==> src/busint_pkg.sv <==
package busint_pkg;

   // 22-bit bus address, decoded either as xbus region/offset or unibus page/register
   typedef union packed
   {
      struct packed
      {
         logic [3:0]  region;
         logic [17:0] offset;
      } xbus;
      struct packed
      {
         logic [14:0] page;
         logic [6:0]  reg_off;
      } unibus;
   } bus_addr_u;

   // one-hot bus states, idle is all zeros
   typedef logic [3:0] bus_state_t;

   localparam bus_state_t bus_idle  = 4'b0000;
   localparam bus_state_t bus_req   = 4'b0001;
   localparam bus_state_t bus_wait  = 4'b0010;
   localparam bus_state_t bus_slave = 4'b0100;
   localparam bus_state_t bus_swait = 4'b1000;

   // region tags below this one are dram (addresses below 17000000 octal)
   localparam logic [3:0] dram_limit = 4'o17;

   // unibus page holding 17766000-17766177 octal
   localparam logic [14:0] io_page = 15'(22'o17766000 >> 7);

   // register offsets within the unibus page
   localparam logic [6:0] mode_reg_off   = 7'o12;
   localparam logic [6:0] int_status_off = 7'o40;
   localparam logic [6:0] err_status_off = 7'o44;

   // bus_req cycles before a transfer with no responder is ended
   localparam logic [4:0] timeout_limit = 5'd31;

endpackage

==> src/io_regs.sv <==
module io_regs
   import busint_pkg::*;
(
   input  logic        mclk,
   input  logic        reset,
   input  logic        io_req,
   input  logic [6:0]  io_addr_off,
   input  logic        io_write,
   input  logic [31:0] io_wdata,
   input  logic        bus_timeout,
   input  bus_addr_u   timeout_addr,
   output logic        io_ack,
   output logic [31:0] io_rdata,
   output logic        interrupt,
   output logic        promdisable
);

   logic [15:0] mode_reg;
   logic        int_pending;
   logic [15:0] err_status;
   logic        wr_mode;
   logic        wr_int;
   logic [31:0] rd_word;

   assign wr_mode = io_req && io_write && io_addr_off == mode_reg_off;
   assign wr_int  = io_req && io_write && io_addr_off == int_status_off;

   // mode register: bit 0 disables the prom, bit 1 enables the interrupt
   always_ff @(posedge mclk)
   begin
      if (reset)
         mode_reg <= '0;
      else if (wr_mode)
         mode_reg <= io_wdata[15:0];
   end

   // a new timeout wins over a clear in the same cycle
   always_ff @(posedge mclk)
   begin
      if (reset)
         int_pending <= 1'b0;
      else if (bus_timeout)
         int_pending <= 1'b1;
      else if (wr_int)
         int_pending <= 1'b0;
   end

   // low half of the address that timed out
   always_ff @(posedge mclk)
   begin
      if (reset)
         err_status <= '0;
      else if (bus_timeout)
         err_status <= timeout_addr.xbus.offset[15:0];
   end

   always_comb
   begin
      case (io_addr_off)
         mode_reg_off:   rd_word = {16'h0000, mode_reg};
         int_status_off: rd_word = {31'h0000_0000, int_pending};
         err_status_off: rd_word = {16'h0000, err_status};
         default:        rd_word = 32'h0000_0000;
      endcase
   end

   // single-cycle register access
   always_ff @(posedge mclk)
   begin
      if (reset)
         io_ack <= 1'b0;
      else
         io_ack <= io_req;
   end

   always_ff @(posedge mclk)
   begin
      if (io_req)
         io_rdata <= rd_word;
   end

   assign promdisable = mode_reg[0];
   assign interrupt   = int_pending & mode_reg[1];

endmodule

==> config.mk <==
export PLATFORM = sky130hd
export DESIGN_NAME = io_regs
export DESIGN_NICKNAME = d
export VERILOG_FILES = /design/src/busint_pkg.sv /design/src/io_regs.sv
export SDC_FILE = /design/constraint.sdc
export NUM_CORES = 1
export LEC_CHECK = 0
export BUFFER_PORTS_ARGS = -buffer_cell sky130_fd_sc_hd__buf_4
export CORE_MARGIN = 2
export CORE_UTILIZATION = 48
export DETAILED_ROUTE_END_ITERATION = 16
export PLACE_DENSITY = 0.89
export SLEW_MARGIN = 25
export SYNTH_ARGS = -nofsm -noshare
export SYNTH_HDL_FRONTEND = slang
export SYNTH_SLANG_ARGS = --single-unit
==> constraint.sdc <==
create_clock -name mclk -period 2.2 [get_ports mclk]
set_clock_uncertainty 0.1 [all_clocks]
set_input_delay 0.22 -clock mclk [delete_from_list [all_inputs] [get_ports mclk]]
set_output_delay 0.22 -clock mclk [all_outputs]
set_load 0.01 [all_outputs]
==> flow_metrics.py, run 1 <==
metrics = {
    "placement": {
        "port_buffers": 62,
        "gp_congestion": 0.834,
        "placedInstanceArea_um2": 2830,
        "detailed_place_hpwl_mm": 3.42,
    },
    "cells_and_area": {
        "stdcell_area_um2": 2940,
        "mostFrequentLayoutCells": "buf_4 (65), dfxtp_1 (34), mux2i_1 (32)",
        "mostFrequentLayoutCell": "buf_4",
        "syn2layout_area_growth_pct": 22.8,
        "drive_gt1_share_pct": 31.2,
        "diodes": 0,
        "fin_nets": 347,
    },
    "route": {
        "ant_nets": 0,
        "vias_per_cell": 4.89,
        "route.met3.wl_um": 257,
        "wl_met1_mm": 1.94,
        "wl_met2_mm": 2.44,
        "vias": 1706,
        "drc": 0,
        "routed_wl_mm": 4.73,
        "dr.pass1.iters": 4,
        "wire_per_inst_um": 13.5,
        "initialDrtViolationCount": 98,
        "top_layer": "met4",
    },
    "worst_setup_path": {
        "crit_path_end_kind": "register",
        "arrival_ps": 1570,
        "critPathMostFrequentCell": "buf_4",
        "crit_type": "input port to register",
        "crit_chain": "buf_4 > or3_4 > or3_1 > buf_4 > o32ai_1",
        "startpoint_type": "input port",
        "crit_family": "simple AND/OR/NAND/NOR gates",
        "cpPeakStageDelay_ps": 390,
        "path_buf_inv": 2,
        "path_max_fanout": 15,
        "critPathRequiredTime_ps": 2210,
        "cp_slowest_cell": "or3_4",
        "ff2ff_setup_slack_ps": 1040,
    },
    "die": {
        "placementRows": 25,
        "die_x_um": 74.6,
        "ios": 101,
        "dieArea_um2": 5570,
        "die_h_um": 74.6,
        "core_um2": 4750,
        "start_util_pct": 50.4,
    },
    "synthesis": {
        "synth_area_um2": 2390,
        "synthArstFlopShare_pct": 0,
        "yosys_warnings": 0,
        "avgSynthCellArea_um2": 10.7,
        "yosysSeqAreaShare_pct": 48.5,
        "synth.distinct_cells": 30,
        "synth-edff-count": 16,
        "yosys_register_bits": 50,
        "syn_inst": 224,
        "ys.flop_type": "dfxtp_1",
    },
    "sta": {
        "fmax_ghz": 0.640,
        "min_period_ps": 1560,
        "min_period_over_period_pct": 71.0,
        "slew_viol_final": 0,
        "hold_viol_final": 0,
        "final-setup-viol-count": 0,
        "final.setup.tns_ps": 0,
        "rsz0062_at_grt": "no",
    },
    "clock_tree": {
        "cts_root_buf": "clkbuf_8",
        "clk_pin_slew_worst_paths_ps": 100,
        "clock_latency_ps": 300,
        "postCtsHoldBufs": 0,
        "cts_buffers": 5,
        "cts_buffer_depth": 2,
        "post_cts_resized": 0,
        "cts_tree": "done",
        "cts_sinks": 50,
        "post_cts_buffers": 0,
        "h-tree-depth": 2,
    },
    "min_path": {
        "min_path_type": "input port to register",
    },
    "global_route": {
        "grt_pass1_vias": 1560,
        "gr-usage-all-layers_pct": 17.3,
        "grt_max_degree": 51,
        "grt_pass1_wl_mm": 7.22,
        "antenna_found_initial": 0,
        "grt.overflow.total": 0,
    },
    "power": {
        "ir_worst_vdd_mv": 0.454,
        "power.leakage_nw": 1.15,
        "p_per_area_nw_per_um2": 624,
    },
    "status": {
        "outcome": "finished, final reports clean",
    },
    "job": {
        "maxCapViolCount": 0,
    },
}
## worst register-to-register path, cell delays in order, from the launching register on
cell and delay (ps):
dfxtp_1 330, and4b_1 180, o21ai_0 200, o22ai_1 100
## Yosys cell counts (2+ instances only)
cell type / instances / area, um2
nand2b_1: 20 / 125
inv_1: 13 / 48.8
or2b_1: 8 / 60.1
o22ai_1: 3 / 18.8
edfxtp_1: 16 / 480
nand2_1: 17 / 63.8
o32ai_2: 8 / 130
nor2_1: 19 / 71.3
buf_4: 17 / 128
mux2i_1: 32 / 320
or2b_2: 6 / 52.6
buf_6: 2 / 22.5
dfxtp_1: 34 / 681
o32ai_1: 5 / 43.8
clkbuf_1: 9 / 33.8
## through the flow
stage / setup WS (ps) / power (mW) / instances / utilization [%] / hold WS, ps
after floorplan: 486 / 1.13 / 239 / - / 232
after global placement: 422 / 1.21 / 341 / 59.5 / 352
after detailed placement: 354 / 1.21 / 341 / 59.5 / 364
after CTS: 677 / 1.85 / 349 / 61.9 / 43.5
after global routing: 646 / 1.90 / 349 / 61.9 / 42.0
final: 639 / 1.83 / 349 / 61.9 / 51.4
## layer usage
layer	vias to the layer above	GRT usage, %
met3	10	3.88
met5	-	0
met1	803	22.0
met4	0	6.15
li1	835	-
met2	58	29.2
## cells by family after synthesis
| kind of cell | after synthesis | share of synthesized area [%] |
|---|---|---|
| AO/OA/AOI/OAI | 18 | 8.62 |
| buffers and inverters | 43 | 10.1 |
| flip-flops | 50 | 48.5 |
| multiplexers | 32 | 13.4 |
| other | 1 | 0.157 |
| AND/OR/NAND/NOR | 80 | 19.3 |
## where the power goes
group	internal, mW	switching, mW
sequential	0.980	0.0140
combinational	0.100	0.0958
clock	0.339	0.305
## cell type report
class                      instances  area, um2
fill                             421       1810
sequential                        50       1160
multi-input combinational        146       1050
timing repair buffer              65        488
tap                               67       83.8
clock buffer                       5       68.8
inverter                          13       48.8
clock inverter                     3       42.5
## path summary, 6_finish.rpt
path,depth (start not counted),from,endpoint
max,5,io_addr_off[0],io_rdata[7]
min,3,timeout_addr[14],err_status[14]
max reg2reg,3,mode_reg[0],io_rdata[0]
min reg2reg,2,mode_reg[11],mode_reg[11]
Power figures use the tool's default switching activity.
==> run 2: changes to the inputs <==
- CORE_UTILIZATION: 48 -> 43
- PLACE_DENSITY: 0.89 -> 0.85
- clock period: 2.2 -> 1.3 ns (I/O delays scaled with it)
==> run 2 against run 1 <==
Against the previous run: the flow now finishes with violations (hold timing, setup timing); global-route usage is 0.46 points lower; non-clock buffer count is 26 higher; register-to-register slack got worse by 950 ps; clock-buffer cell count is 2 higher; critical path depth did not move; flip-flop and latch count unchanged; worst setup slack got worse by 690 ps; total power is 71% higher; die area is 11% higher; largest cell class unchanged; combinational power rose by 100%; hold slack worse by 52 ps.
==> flow_metrics.py, run 2 (synthesis results as in run 1) <==
metrics = {
    "status": {
        "outcome": "complete, but fails checks",
        "violations": "hold timing, setup timing",
    },
    "cells_and_area": {
        "fin_nets": 373,
        "stdcell_area_um2": 3240,
        "drive_gt1_share_pct": 30.8,
        "utilization_pct": 59.6,
        "mostFrequentLayoutCell": "buf_4",
        "syn2layout_area_growth_pct": 35.3,
        "diodes": 0,
        "nFillCells": 477,
        "mostFrequentLayoutCells": "buf_4 (65), dfxtp_1 (34), mux2i_1 (32)",
    },
    "die": {
        "start_util_pct": 44.0,
        "die_x_um": 78.6,
        "ios": 101,
        "dieArea_um2": 6180,
        "placementRows": 27,
        "core_um2": 5440,
        "die_h_um": 78.6,
    },
    "route": {
        "dr.pass1.iters": 4,
        "wl_met2_mm": 2.52,
        "vias": 1766,
        "ant_nets": 0,
        "wire_per_inst_um": 12.8,
        "wl_met1_mm": 2.03,
        "routed_wl_mm": 4.87,
        "vias_per_cell": 4.65,
        "route.met3.wl_um": 272,
        "drc": 0,
        "top_layer": "met4",
        "initialDrtViolationCount": 107,
    },
    "sta": {
        "hold_viol_final": 1,
        "final-setup-viol-count": 25,
        "final.setup.tns_ps": -436,
        "setup_ws_ps": -50.6,
        "fmax_ghz": 0.740,
        "slew_viol_final": 0,
        "min_period_over_period_pct": 104,
        "rsz0062_at_grt": "yes",
        "min_period_ps": 1350,
        "hold_ws_ps": -0.697,
    },
    "clock_tree": {
        "cts_buffer_depth": 2,
        "h-tree-depth": 2,
        "cts_root_buf": "clkbuf_8",
        "cts_sinks": 50,
        "cts_buffers": 5,
        "cts_tree": "done",
        "clk_pin_slew_worst_paths_ps": 90,
        "clock_latency_ps": 300,
    },
    "worst_setup_path": {
        "startpoint_type": "input port",
        "arrival_ps": 1380,
        "crit_type": "input port to register",
        "critPathRequiredTime_ps": 1330,
        "path_max_fanout": 15,
        "crit_path_end_kind": "register",
    },
    "power": {
        "p_per_area_nw_per_um2": 969,
        "power.leakage_nw": 1.27,
        "ir_worst_vdd_mv": 0.391,
        "power_mw": 3.14,
    },
    "placement": {
        "port_buffers": 62,
        "place_ws_ps": -433,
        "detailed_place_hpwl_mm": 3.50,
        "placedInstanceArea_um2": 2890,
        "gp_congestion": 0.807,
    },
    "job": {
        "maxCapViolCount": 0,
    },
    "global_route": {
        "grt_pass1_vias": 1737,
        "grt_max_degree": 51,
        "antenna_found_initial": 0,
        "gr-usage-all-layers_pct": 16.9,
        "grt_pass1_wl_mm": 7.95,
        "grt.overflow.total": 0,
    },
    "min_path": {
        "min_path_type": "input port to register",
    },
}
## run 2: cell types whose count changed in the layout (fill, tap and decap cells not counted)
cell           before  now
inv_6               1    0
buf_6               0    4
dlygate4sd3_1       0   21
buf_12              0    1
clkbuf_1            0    2
o32ai_1             5    2
clkinv_1            1    0
o32ai_2             8   11
## run 2: worst max-delay path: stages
cell and delay (ps):
buf_6 90, or3_4 390, or3_1 360, buf_6 180, o32ai_1 220
## run 2: metrics by stage
stage | instances | hold WS, ps
final | 380 | -0.697
after global routing | 380 | 6.92
after CTS | 380 | 0.851
after detailed placement | 351 | 271
after global placement | 351 | 263
after floorplan | 239 | 142
## run 2: path summary, 6_finish.rpt
| check | from | endpoint | slack (ps) | depth (start not counted) |
|---|---|---|---|---|
| max | io_addr_off[0] | io_rdata[7] | -50 | 5 |
| min | io_wdata[8] | mode_reg[8] | -0.7 | 3 |
| min reg2reg | mode_reg[10] | mode_reg[10] | 380 | 2 |
| max reg2reg | mode_reg[0] | io_rdata[0] | 90 | 3 |
## run 2: power by group
group          internal [mW]  switching, mW
combinational          0.223          0.174
clock                  0.576          0.483
sequential              1.66         0.0257
total                   2.46          0.683
## run 2: metal layers
metal / global-route usage, % / up-vias
li1: - / 886
met1: 19.4 / 823
met2: 29.7 / 51
met3: 3.79 / 6
met4: 7.37 / 0
met5: 0 / -
## run 2: timing repair
item / 4_1_cts / 5_1_grt
resized for setup: 5 / 2
setup buffers: 0 / 0
hold buffers: 21 / 0
setup endpoints to repair: 29 / 29
hold endpoints to repair: 21 / 0
## run 2: layout make-up
class / instances / area, um2 / share of cell area, %
clock buffer: 7 / 76.3 / 2.36
sequential: 50 / 1160 / 35.8
inverter: 13 / 48.8 / 1.51
tap: 72 / 90.1 / 2.78
multi-input combinational: 146 / 1070 / 33.1
timing repair buffer: 91 / 763 / 23.6
clock inverter: 1 / 30.0 / 0.927
==> run 3: changes to the inputs <==
- clock period: 1.3 -> 1.1 ns (I/O delays scaled with it)
==> run 3 against run 2 <==
Against the previous run: the flow finishes with violations (setup timing); non-clock buffer count is 17 higher; clock-buffer cell count fell by 2; via count rose by 8.0%; highest routed layer unchanged; sequential power is 18% higher; worst setup slack worse by 210 ps.
==> flow_metrics.py, run 3 (synthesis results as in run 1) <==
metrics = {
    "sta": {
        "min_period_over_period_pct": 124,
        "slew_viol_final": 0,
        "min_period_ps": 1360,
        "final-setup-viol-count": 33,
        "fmax_ghz": 0.734,
        "hold_viol_final": 0,
        "setup_ws_ps": -262,
        "final.setup.tns_ps": -6230,
        "rsz0062_at_grt": "yes",
    },
    "job": {
        "maxCapViolCount": 0,
    },
    "global_route": {
        "grt_pass1_vias": 1911,
        "grt.overflow.total": 0,
        "gr-usage-all-layers_pct": 18.8,
        "grt_max_degree": 40,
        "grt_pass1_wl_mm": 8.77,
        "antenna_found_initial": 0,
    },
    "power": {
        "power.leakage_nw": 1.38,
        "power_mw": 3.57,
        "ir_worst_vdd_mv": 0.639,
        "p_per_area_nw_per_um2": 1010,
    },
    "die": {
        "die_x_um": 78.6,
        "placementRows": 27,
        "start_util_pct": 44.0,
        "ios": 101,
        "die_h_um": 78.6,
        "core_um2": 5440,
        "dieArea_um2": 6180,
    },
    "worst_setup_path": {
        "crit_type": "input port to register",
        "critPathMostFrequentCell": "or3_4",
        "arrival_ps": 1390,
        "cpPeakStageDelay_ps": 420,
        "crit_path_end_kind": "register",
        "crit_chain": "buf_6 > or3_4 > or3_4 > buf_12 > o32ai_2",
        "startpoint_type": "input port",
        "cp_slowest_cell": "or3_4",
        "path_max_fanout": 8,
        "critPathRequiredTime_ps": 1130,
    },
    "clock_tree": {
        "h-tree-depth": 2,
        "cts_buffers": 5,
        "clk_pin_slew_worst_paths_ps": 90,
        "cts_sinks": 50,
        "cts_buffer_depth": 2,
        "clock_latency_ps": 310,
        "cts_root_buf": "clkbuf_8",
        "cts_tree": "done",
    },
    "cells_and_area": {
        "nFillCells": 435,
        "drive_gt1_share_pct": 36.1,
        "syn2layout_area_growth_pct": 48.2,
        "utilization_pct": 65.2,
        "mostFrequentLayoutCell": "buf_4",
        "fin_cells": 396,
        "multi_input_area_um2": 1170,
        "seqCellArea_um2": 1160,
        "fin_nets": 390,
        "mostFrequentLayoutCells": "buf_4 (62), mux2i_1 (32), dfxtp_1 (32)",
        "diodes": 0,
    },
    "status": {
        "violations": "setup timing",
        "outcome": "complete, but fails checks",
    },
    "route": {
        "drc": 0,
        "routed_wl_mm": 5.72,
        "wire_per_inst_um": 14.4,
        "vias": 1908,
        "vias_per_cell": 4.82,
        "dr.pass1.iters": 4,
        "ant_nets": 0,
        "initialDrtViolationCount": 87,
    },
    "placement": {
        "dp_cells": 355,
        "place_ws_ps": -620,
        "detailed_place_hpwl_mm": 3.65,
        "port_buffers": 62,
        "gp_congestion": 0.822,
    },
    "min_path": {
        "min_path_type": "input port to register",
    },
}
-- run 3: metrics by stage --
| stage | hold WS (ps) | cell area, um2 |
|---|---|---|
| final | 52.1 | 3550 |
| after global placement | 242 | 2920 |
| after floorplan | 122 | 2470 |
| after CTS | 42.1 | 3430 |
| after global routing | 36.9 | 3550 |
| after detailed placement | 257 | 2920 |
-- run 3: worst paths after layout --
| path | from | endpoint | slack, ps | cells after the start |
|---|---|---|---|---|
| hold / removal | io_wdata[3] | mode_reg[3] | 50 | 3 |
| hold reg to reg | mode_reg[7] | mode_reg[7] | 380 | 2 |
| setup / recovery | io_addr_off[0] | io_rdata[8] | -260 | 5 |
| setup reg to reg | mode_reg[0] | io_rdata[0] | 0 | 3 |
-- run 3: area by class of cell --
type	count	area share, %
Multi-Input combinational cell	146	32.9
Clock buffer	5	1.94
Tap cell	72	2.54
Timing Repair Buffer	108	28.1
Inverter	13	1.38
Clock inverter	2	0.423
Sequential cell	50	32.8
-- run 3: layer usage --
metal / up-vias / global-route usage, % / share of wire, %
li1: 927 / - / -
met1: 907 / 20.7 / 38
met2: 69 / 34.4 / 55
met3: 5 / 5.98 / 6.6
met4: 0 / 5.61 / 0.87
met5: - / 0 / 0
-- run 3: worst max-delay path, delay by kind of cell --
kind	cells	cell delay (ps)
buffers and inverters	2	260
AND/OR/NAND/NOR	2	790
AO/OA/AOI/OAI	1	220
-- run 3: what timing repair did --
action | CTS | global route
pin swaps | 2 | 2
gates cloned | 1 | 1
setup endpoints to repair | 34 | 41
hold endpoints to repair | 28 | 0
gates resized for setup | 24 | 14
setup buffers | 1 | 3
hold buffers | 28 | 0
-- run 3: where the power goes --
group	internal (mW)	switching (mW)	leakage, nW	total, mW
clock	0.435	0.596	0.0362	1.03
combinational	0.308	0.235	0.901	0.543
sequential	1.96	0.0330	0.443	1.99
total	2.70	0.864	1.38	3.57
