[src/busint_pkg.sv]
package busint_pkg;

   // 22-bit bus address, decoded either as xbus region/offset or unibus page/register
   typedef union packed
   {
      struct packed
      {
         logic [3:0]  region;
         logic [17:0] offset;
      } xbus;
      struct packed
      {
         logic [14:0] page;
         logic [6:0]  reg_off;
      } unibus;
   } bus_addr_u;

   // one-hot bus states, idle is all zeros
   typedef logic [3:0] bus_state_t;

   localparam bus_state_t bus_idle  = 4'b0000;
   localparam bus_state_t bus_req   = 4'b0001;
   localparam bus_state_t bus_wait  = 4'b0010;
   localparam bus_state_t bus_slave = 4'b0100;
   localparam bus_state_t bus_swait = 4'b1000;

   // region tags below this one are dram (addresses below 17000000 octal)
   localparam logic [3:0] dram_limit = 4'o17;

   // unibus page holding 17766000-17766177 octal
   localparam logic [14:0] io_page = 15'(22'o17766000 >> 7);

   // register offsets within the unibus page
   localparam logic [6:0] mode_reg_off   = 7'o12;
   localparam logic [6:0] int_status_off = 7'o40;
   localparam logic [6:0] err_status_off = 7'o44;

   // bus_req cycles before a transfer with no responder is ended
   localparam logic [4:0] timeout_limit = 5'd31;

endpackage

[src/bus_arbiter.sv]
module bus_arbiter
   import busint_pkg::*;
#(
   parameter int DMA_CREDITS  = 2,
   parameter int DRAM_LATENCY = 3
)
(
   input  logic        mclk,
   input  logic        reset,
   input  bus_addr_u   addr,
   input  logic [31:0] wdata,
   input  logic        req,
   input  logic        write,
   input  logic        dma_valid,
   input  logic [21:0] dma_addr,
   input  logic        dma_write,
   input  logic [31:0] dma_wdata,
   input  logic        mem_done,
   input  logic [31:0] mem_rdata,
   input  logic        io_ack,
   input  logic [31:0] io_rdata,
   output logic        mem_valid,
   output bus_addr_u   mem_addr,
   output logic        mem_write,
   output logic [31:0] mem_wdata,
   output logic        io_req,
   output logic [6:0]  io_addr_off,
   output logic        io_write,
   output logic [31:0] io_wdata,
   output logic        bus_timeout,
   output logic [31:0] rdata,
   output logic        ack,
   output logic        load,
   output bus_state_t  bus_state,
   output logic        dma_credit,
   output logic [31:0] dma_rdata,
   output logic        dma_rvalid
);

   localparam int CNT_W = $clog2(DMA_CREDITS + 1);
   localparam int PTR_W = (DMA_CREDITS > 1) ? $clog2(DMA_CREDITS) : 1;

   bus_state_t state;
   bus_state_t next_state;
   logic       dec_dram;
   logic       dec_io;
   logic       req_issued;
   logic [4:0] timeout_count;
   logic       timed_out;
   logic       cpu_done;
   logic       dma_done;

   // owner and direction of each command in the dram pipeline
   logic [DRAM_LATENCY-1:0] tag_dma;
   logic [DRAM_LATENCY-1:0] tag_read;

   // commands accepted from the dma master, not yet completed
   logic [CNT_W-1:0] dma_inflight;

   // queue of dma commands waiting for the bus
   logic [21:0]            fifo_addr [DMA_CREDITS];
   logic [DMA_CREDITS-1:0] fifo_write;
   logic [31:0]            fifo_wdata [DMA_CREDITS];
   logic [PTR_W-1:0]       wr_ptr;
   logic [PTR_W-1:0]       rd_ptr;
   logic [CNT_W-1:0]       fifo_cnt;
   logic                   fifo_pop;

   assign dec_dram = addr.xbus.region < dram_limit;
   assign dec_io   = addr.unibus.page == io_page;

   always_comb
   begin
      next_state = state;
      case (state)
         bus_idle:
            // cpu has priority over a waiting dma master
            if (req)
               next_state = bus_req;
            else if (dma_valid || dma_inflight != '0)
               next_state = bus_slave;
         bus_req:
            if (ack)
               next_state = bus_wait;
         bus_wait:
            if (!req)
               next_state = bus_idle;
         bus_slave:
            if (dma_inflight == '0 && !dma_valid)
               next_state = bus_swait;
         bus_swait:
            next_state = bus_idle;
         default:
            next_state = bus_idle;
      endcase
   end

   always_ff @(posedge mclk)
   begin
      if (reset)
      begin
         state      <= bus_idle;
         req_issued <= 1'b0;
      end
      else
      begin
         state      <= next_state;
         req_issued <= state == bus_req;
      end
   end

   // saturating timeout, cleared once the cpu transfer has been acked
   always_ff @(posedge mclk)
   begin
      if (reset)
         timeout_count <= '0;
      else if (state == bus_wait)
         timeout_count <= '0;
      else if (state == bus_req && !timed_out)
         timeout_count <= timeout_count + 5'd1;
   end

   assign timed_out   = timeout_count == timeout_limit;
   assign bus_timeout = state == bus_req && timed_out;

   assign fifo_pop = state == bus_slave && fifo_cnt != '0;

   always_ff @(posedge mclk)
   begin
      if (dma_valid)
      begin
         fifo_addr[wr_ptr]  <= dma_addr;
         fifo_write[wr_ptr] <= dma_write;
         fifo_wdata[wr_ptr] <= dma_wdata;
      end
   end

   always_ff @(posedge mclk)
   begin
      if (reset)
      begin
         wr_ptr       <= '0;
         rd_ptr       <= '0;
         fifo_cnt     <= '0;
         dma_inflight <= '0;
      end
      else
      begin
         if (dma_valid)
            wr_ptr <= (wr_ptr == PTR_W'(DMA_CREDITS - 1)) ? '0 : wr_ptr + 1'b1;
         if (fifo_pop)
            rd_ptr <= (rd_ptr == PTR_W'(DMA_CREDITS - 1)) ? '0 : rd_ptr + 1'b1;
         fifo_cnt     <= fifo_cnt + CNT_W'(dma_valid) - CNT_W'(fifo_pop);
         dma_inflight <= dma_inflight + CNT_W'(dma_valid) - CNT_W'(dma_credit);
      end
   end

   // dram port is shared: queue head in bus_slave, cpu otherwise
   always_comb
   begin
      if (state == bus_slave)
      begin
         mem_valid = fifo_pop;
         mem_addr  = fifo_addr[rd_ptr];
         mem_write = fifo_write[rd_ptr];
         mem_wdata = fifo_wdata[rd_ptr];
      end
      else
      begin
         mem_valid = state == bus_req && dec_dram && !req_issued;
         mem_addr  = addr;
         mem_write = write;
         mem_wdata = wdata;
      end
   end

   // tags line up with mem_done, DRAM_LATENCY cycles after mem_valid
   always_ff @(posedge mclk)
   begin
      if (reset)
      begin
         tag_dma  <= '0;
         tag_read <= '0;
      end
      else
      begin
         tag_dma  <= (tag_dma << 1) | DRAM_LATENCY'(mem_valid && state == bus_slave);
         tag_read <= (tag_read << 1) | DRAM_LATENCY'(mem_valid && !mem_write);
      end
   end

   assign cpu_done = mem_done && !tag_dma[DRAM_LATENCY-1];
   assign dma_done = mem_done && tag_dma[DRAM_LATENCY-1];

   assign dma_credit = dma_done;
   assign dma_rvalid = dma_done && tag_read[DRAM_LATENCY-1];
   assign dma_rdata  = mem_rdata;

   assign io_req      = state == bus_req && dec_io && !req_issued;
   assign io_addr_off = addr.unibus.reg_off;
   assign io_write    = write;
   assign io_wdata    = wdata;

   assign ack  = state == bus_req && (cpu_done || io_ack || timed_out);
   assign load = ack && !write;

   // a timed-out read returns zero
   assign rdata = cpu_done ? mem_rdata :
                  io_ack   ? io_rdata  :
                             32'h0000_0000;

   assign bus_state = state;

endmodule

[config.mk]
export PLATFORM = sky130hd
export DESIGN_NAME = bus_arbiter
export DESIGN_NICKNAME = d
export VERILOG_FILES = /design/src/busint_pkg.sv /design/src/bus_arbiter.sv
export SDC_FILE = /design/constraint.sdc
export NUM_CORES = 1
export LEC_CHECK = 0
export ABC_AREA = 0
export BUFFER_PORTS_ARGS = -buffer_cell sky130_fd_sc_hd__buf_2
export CAP_MARGIN = 20
export CORE_MARGIN = 4
export CORE_UTILIZATION = 35
export CTS_CLUSTER_DIAMETER = 40
export DETAILED_ROUTE_END_ITERATION = 7
export GPL_ROUTABILITY_DRIVEN = 0
export PLACE_DENSITY_LB_ADDON = 0.3
export SLEW_MARGIN = 40
export SYNTH_ARGS = -nofsm -noshare
export SYNTH_HDL_FRONTEND = slang
export SYNTH_SLANG_ARGS = --single-unit
[constraint.sdc]
create_clock -name mclk -period 3.8 [get_ports mclk]
set_input_delay 0.38 -clock mclk [delete_from_list [all_inputs] [get_ports mclk]]
set_output_delay 0.38 -clock mclk [all_outputs]
set_load 0.03 [all_outputs]
==> key figures, run 1 <==
Floorplan
  • # rows: 49
  • Width of the die: 144 µm
  • Die area: 20800 µm²
  • Die height: 144 µm
  • Initial core utilization: 35.8%
  • Area of the placeable core: 18100 µm²
  • IO Count: 350

Global routing
  • Initial antenna violation count: 3
  • GRT Util Overall: 16.5%
  • Grt ovf: 0
  • Vias in the first global route: 4994
  • Pin count of the biggest net entering global routing: 60
  • First-pass GRT wire length: 26000 µm

Pwr
  • Comb pwr share: 21.0%
  • P_int: 0.00287 W
  • Clock network fraction of total power: 37.7%
  • Max IR drop VDD: 310 µV
  • Sw Ratio: 30.8%
  • Sw Pwr: 0.00128 W
  • Cell leakage power: 3.78 nW
  • Pwr/cell area: 486 nW/µm²
  • Flop pwr share: 41.3%

Timing
  • Fin Setup TNS: 0 ns
  • Final hold violation count: 0
  • RSZ-0062 raised after global routing: false
  • Crit share post-route: 74.1%
  • Max Slew Vio Count: 0
  • Fin Clk Skew: 0.0122 ns
  • Final min period: 2.82 ns
  • Max Freq: 355 MHz
  • Final setup margin: 0.984 ns
  • Finish-stage setup viols: 0
  • Slew @ Worst Pin: 0.766 ns
  • Worst slew margin: 48.9%

Clock network
  • Post-CTS setup buffer count: 0
  • CTS root buffer: clkbuf_16
  • Post-CTS Hold Fix Bufs: 0
  • Clock slew at reported path FFs: 0.06 ns
  • Resized Gates After CTS: 0
  • Htree depth: 4
  • CTS tree: yes
  • TritonCTS buffer count: 17
  • CTS sink count: 133
  • Worst skew pair latency: 0.42 ns
  • Max clock buf depth: 2

Place
  • Placed cell count: 1073
  • Placed Area: 7960 µm²
  • Post-place setup slack: 1.39 ns
  • Port bufs: 349
  • DP HPWL: 14200 µm

Finish
  • Layout area overhead: 31.6%
  • Finished Layout Cells: 1105
  • Fin nets: 1049
  • Most frequent cells in the layout: buf_2 (349), nand2_1 (120), edfxtp_1 (110)
  • Share of post-route cells with drive strength above 1: 45.3%
  • Most common cell after layout, fill and taps aside: buf_2
  • Antenna diode count: 0
  • Final non-filler cell area: 8530 µm²

Routing
  • Final ANT Viol Nets: 0
  • DRT Wirelength: 18100 µm
  • Vias/cell: 4.68
  • Drt pass-1 iters: 5
  • WL per Instance: 16.4 µm
  • Number of DRC markers in iteration 0: 141
  • DRC Markers: 0
  • Detailed-route via count: 5166

Synthesis
  • Net Count, Synth: 778
  • Fraction of synthesis flops using an asynchronous set or reset pin: 0%
  • Yosys warning count: 0
  • Mapped Cells: 592
  • Post-synth EDFFs: 110
  • Yosys reg bits: 133
  • Largest cells by area after synthesis: edfxtp_1 (51%), buf_4 (8.3%), mux2i_1 (8.3%)
  • Post-Syn Area per Cell: 11.0 µm²
  • Library cells used by synthesis: 35
  • Post-Syn Area: 6480 µm²
  • Primary FF master, synth: edfxtp_1
  • Sequential share of the synthesized area: 58.1%
  • Cell taking the most area after synthesis: edfxtp_1
  • Area share of the largest cell type after synthesis: 51.0%

Setup path
  • Critical Path End Type: output port
  • Worst Path Required: 3.42 ns
  • Worst Path Arrival: 2.44 ns
  • Worst setup SP type: register
  • Critical-path maximum fanout: 14
  • Crit path kind: reg -> out

Flow run
  • Max Cap Viol: 0

Min path
  • Hold Path Class: in -> reg

Status
  • Status: completed
==> synth_stat cells, drive strengths merged, types with 4 or more instances <==
master,n
buf,81
dfxtp,23
nor3,5
nor4,4
nor2,13
o21ai,93
nor4b,4
ha,6
nor2b,9
a21oi,7
inv,8
nand2,120
clkbuf,24
mux2i,54
edfxtp,110
==> area by class of cell <==
cell class / instances / area (µm²)
Fill cell: 1706 / 9560
Sequential cell: 133 / 3770
Multi-Input combinational cell: 346 / 2030
Timing Repair Buffer: 357 / 1850
Clock buffer: 18 / 429
Tap cell: 229 / 287
Clock inverter: 14 / 140
Inverter: 8 / 30.0
==> state kept, by name, summed over array words and instances, names as in the netlist, named ones only <==
| register | count |
|---|---|
| fifo_cnt | 2 |
| bus_state | 4 |
| wr_ptr | 1 |
| fifo_addr | 44 |
| fifo_write | 2 |
| timeout_count | 5 |
| rd_ptr | 1 |
| tag_dma | 3 |
| fifo_wdata | 64 |
| tag_read | 3 |
| dma_inflight | 2 |
| req_issued | 1 |
==> cells by family after synthesis <==
family	Yosys count	share of synthesized area, %
compound gates	104	8.22
xor+xnor	4	0.541
fa+ha+maj	6	1.16
buf+inv	113	11.0
flops	133	58.1
mux	56	8.69
simple gates	176	12.4
==> routing by layer <==
metal  GRT usage, %  up-vias  part of all wire, %
li1               -     2568                    -
met1           17.4     2318                   37
met2           30.8      248                   52
met3           5.22       26                  9.0
met4           5.85        6                  2.1
met5              0        -                 0.28
==> path summary, 6_finish.rpt <==
check	slack [ns]	to	cells after the start	startpoint
min	0.15	fifo_wdata[0][16]$_DFFE_PP_	1	dma_wdata[16]
max reg2reg	1.67	fifo_cnt[1]$_SDFF_PP0_	9	bus_state[2]$_SDFFE_PP0P_
max	0.98	io_req	4	bus_state[0]$_SDFFE_PP0P_
min reg2reg	0.44	tag_dma[2]$_SDFF_PP0_	1	tag_dma[1]$_SDFF_PP0_
==> worst max-delay path: stages (launching register included) <==
cell	delay (ns)
dfxtp_1	0.49
or4b_4	0.61
or4_1	0.55
nor3_2	0.16
buf_2	0.22
==> power groups by stage <==
stage	logic (W)	registers, W	clock network [W]
after floorplan	0.000600	0.00174	0
after global placement	0.000851	0.00175	0
after detailed placement	0.000879	0.00174	0
after CTS	0.000883	0.00171	0.00161
after global routing	0.000943	0.00172	0.00166
final	0.000869	0.00171	0.00156
==> metrics by stage <==
| step | util [%] | hold slack (ns) | total power [W] |
|---|---|---|---|
| global placement | 43.6 | 0.420 | 0.00260 |
| CTS | 47.2 | 0.124 | 0.00420 |
| detailed placement | 44.0 | 0.426 | 0.00262 |
| finish | 47.2 | 0.147 | 0.00415 |
| global route | 47.2 | 0.133 | 0.00432 |
| floorplan | - | 0.414 | 0.00234 |
No activity file was read; power rests on OpenSTA's default activity.
==> run 2: changes to the inputs <==
==> constraint.sdc (replaced) <==
create_clock -name mclk -period 2.59 [get_ports mclk]
set_input_delay 0.259 -clock mclk [delete_from_list [all_inputs] [get_ports mclk]]
set_output_delay 0.259 -clock mclk [all_outputs]
set_load 0.03 [all_outputs]
==> run 2 against run 1 <==
Core utilization increased by 0.48 points. Via count up 0.79%. Routed wire length rose by 2.0%. Critical path depth unchanged. Final cell count grew 0.45%. Die area unchanged. Combinational power increased by 48%. Critical endpoint unchanged.
==> key figures, run 2 (synthesized netlist as in run 1, its figures left out) <==
Pwr
  • P_int: 0.00423 W
  • Comb pwr share: 21.2%
  • Overall power: 0.00611 W
  • Max IR drop VDD: 588 µV
  • Pwr/cell area: 709 nW/µm²
  • Flop pwr share: 41.3%
  • Sw Pwr: 0.00188 W
  • Sw Ratio: 30.8%
  • Clock network fraction of total power: 37.6%
  • Cell leakage power: 3.82 nW

Global routing
  • Grt ovf: 0
  • Initial antenna violation count: 1
  • GRT Util Overall: 17.1%
  • First-pass GRT wire length: 26700 µm
  • Vias in the first global route: 5063
  • Pin count of the biggest net entering global routing: 65

Clock network
  • Htree depth: 4
  • CTS root buffer: clkbuf_16
  • Post-CTS Hold Fix Bufs: 0
  • Max clock buf depth: 2
  • Worst skew pair latency: 0.41 ns
  • Clock slew at reported path FFs: 0.06 ns
  • CTS tree: yes
  • CTS sink count: 133
  • TritonCTS buffer count: 17

Floorplan
  • Die height: 144 µm
  • Initial core utilization: 35.8%
  • Area of the placeable core: 18100 µm²
  • # rows: 49
  • Die area: 20800 µm²
  • Width of the die: 144 µm
  • IO Count: 350

Routing
  • DRC Markers: 0
  • WL per Instance: 16.6 µm
  • DRT Wirelength: 18500 µm
  • Number of DRC markers in iteration 0: 180
  • Final ANT Viol Nets: 0
  • Drt pass-1 iters: 4
  • Vias/cell: 4.69
  • Detailed-route via count: 5207

Setup path
  • Crit Reg-Reg Startpoint: bus_state[2]$_SDFFE_PP0P_
  • Worst Path Arrival: 2.24 ns
  • Worst-case reg-to-reg path depth: 9
  • Buf/Inv on CP: 1
  • Worst r2r dst: fifo_cnt[1]$_SDFF_PP0_
  • CP Capture Point: io_req
  • Critical-path maximum fanout: 9
  • Crit. Startpoint: bus_state[2]$_SDFFE_PP0P_
  • Crit path kind: reg -> out
  • Setup slack, reg-to-reg: 0.41 ns
  • CP max stage cell: or4b_4
  • Critical Path End Type: output port
  • CP Cell Sequence: or4b_4, or4_1, nor3_2, buf_4
  • Worst setup SP type: register
  • Crit path largest cell delay: 0.58 ns
  • Crit-path leading delay family: simple AND/OR/NAND/NOR gates
  • WP depth: 4
  • Worst Path Required: 2.33 ns

Timing
  • Max Freq: 399 MHz
  • RSZ-0062 raised after global routing: false
  • Crit share post-route: 96.6%
  • Slew @ Worst Pin: 0.694 ns
  • Final hold violation count: 0
  • Final min period: 2.50 ns
  • Max Slew Vio Count: 0
  • Worst slew margin: 53.1%
  • Fin Clk Skew: 0.00797 ns
  • Fin Setup TNS: 0 ns
  • Finish-stage setup viols: 0

Finish
  • Number of flip-flops under the largest register name: 64
  • Top reg by flops: fifo_wdata
  • Fin nets: 1053
  • Most frequent cells in the layout: buf_2 (347), nand2_1 (120), edfxtp_1 (110)
  • Share of post-route cells with drive strength above 1: 46.0%
  • Most common cell after layout, fill and taps aside: buf_2
  • Layout area overhead: 32.9%
  • Largest registers: fifo_wdata x64, fifo_addr x44, timeout_count x5

Status
  • Status: completed

Flow run
  • Max Cap Viol: 0

Place
  • DP HPWL: 14200 µm
  • Port bufs: 349

Min path
  • Hold Path Class: in -> reg
## run 2: cell types whose count changed in the layout (fill, tap and decap cells not counted), sizes merged
| cell | change |
|---|---|
| inv | -1 |
| or4b | +1 |
| buf | +3 |
| clkinv | +1 |
| diode | +1 |
## run 2: cell type report
class                           count  area [µm²]
Sequential cell                   133        3770
Tap cell                          229         287
Clock inverter                     14         143
Timing Repair Buffer              360        1920
Antenna cell                        1        2.50
Fill cell                        1708        9470
Clock buffer                       18         429
Inverter                            8        30.0
Multi-Input combinational cell    347        2030
## run 2: timing repair
action,4_1_cts,5_1_grt
gates cloned,1,0
pin swaps,2,0
buffers inserted,2,0
gates resized for setup,8,2
endpoints found under the setup margin,24,1
## run 2: power by group through the flow
stage	registers, W	clock network (W)	logic [W]
3_3_place_gp	0.00256	0	0.00127
5_1_grt	0.00253	0.00244	0.00141
4_1_cts	0.00252	0.00236	0.00132
2_1_floorplan	0.00255	0	0.000881
6_report	0.00252	0.00230	0.00129
3_5_place_dp	0.00256	0	0.00130
## run 2: how the worst min path moves through the flow
| stage | startpoint | endpoint | cells past startpoint | slack [ns] |
|---|---|---|---|---|
| 3_3_place_gp | tag_dma[1]$_SDFF_PP0_ | tag_dma[2]$_SDFF_PP0_ | 1 | 0.42 |
| 6_report | dma_addr[6] | fifo_addr[0][6]$_DFFE_PP_ | 1 | 0.03 |
| 2_1_floorplan | reset | dma_inflight[0]$_SDFF_PP0_ | 1 | 0.33 |
| 5_1_grt | dma_wdata[19] | fifo_wdata[1][19]$_DFFE_PP_ | 1 | 0.01 |
| 4_1_cts | dma_addr[6] | fifo_addr[0][6]$_DFFE_PP_ | 1 | 0.01 |
| 3_5_place_dp | tag_dma[0]$_SDFF_PP0_ | tag_dma[1]$_SDFF_PP0_ | 1 | 0.42 |
## run 2: per-layer routing
metal	global-route usage (%)	part of all wire, %	vias to the layer above
li1	-	-	2578
met1	17.5	36	2364
met2	32.3	53	242
met3	6.08	9.1	21
met4	5.60	1.8	2
met5	0	0.070	-
## run 2: per-stage QoR
stage	hold slack (ns)	area [µm²]	std cells	util [%]	worst slack (ns)
after CTS	0.0122	8610	1109	47.6	0.0182
after floorplan	0.331	6480	592	-	0.192
final	0.0313	8620	1110	47.6	0.0868
after global placement	0.418	7960	1072	44.0	0.286
after detailed placement	0.423	8010	1074	44.3	0.214
after global routing	0.0104	8610	1109	47.6	0.00718
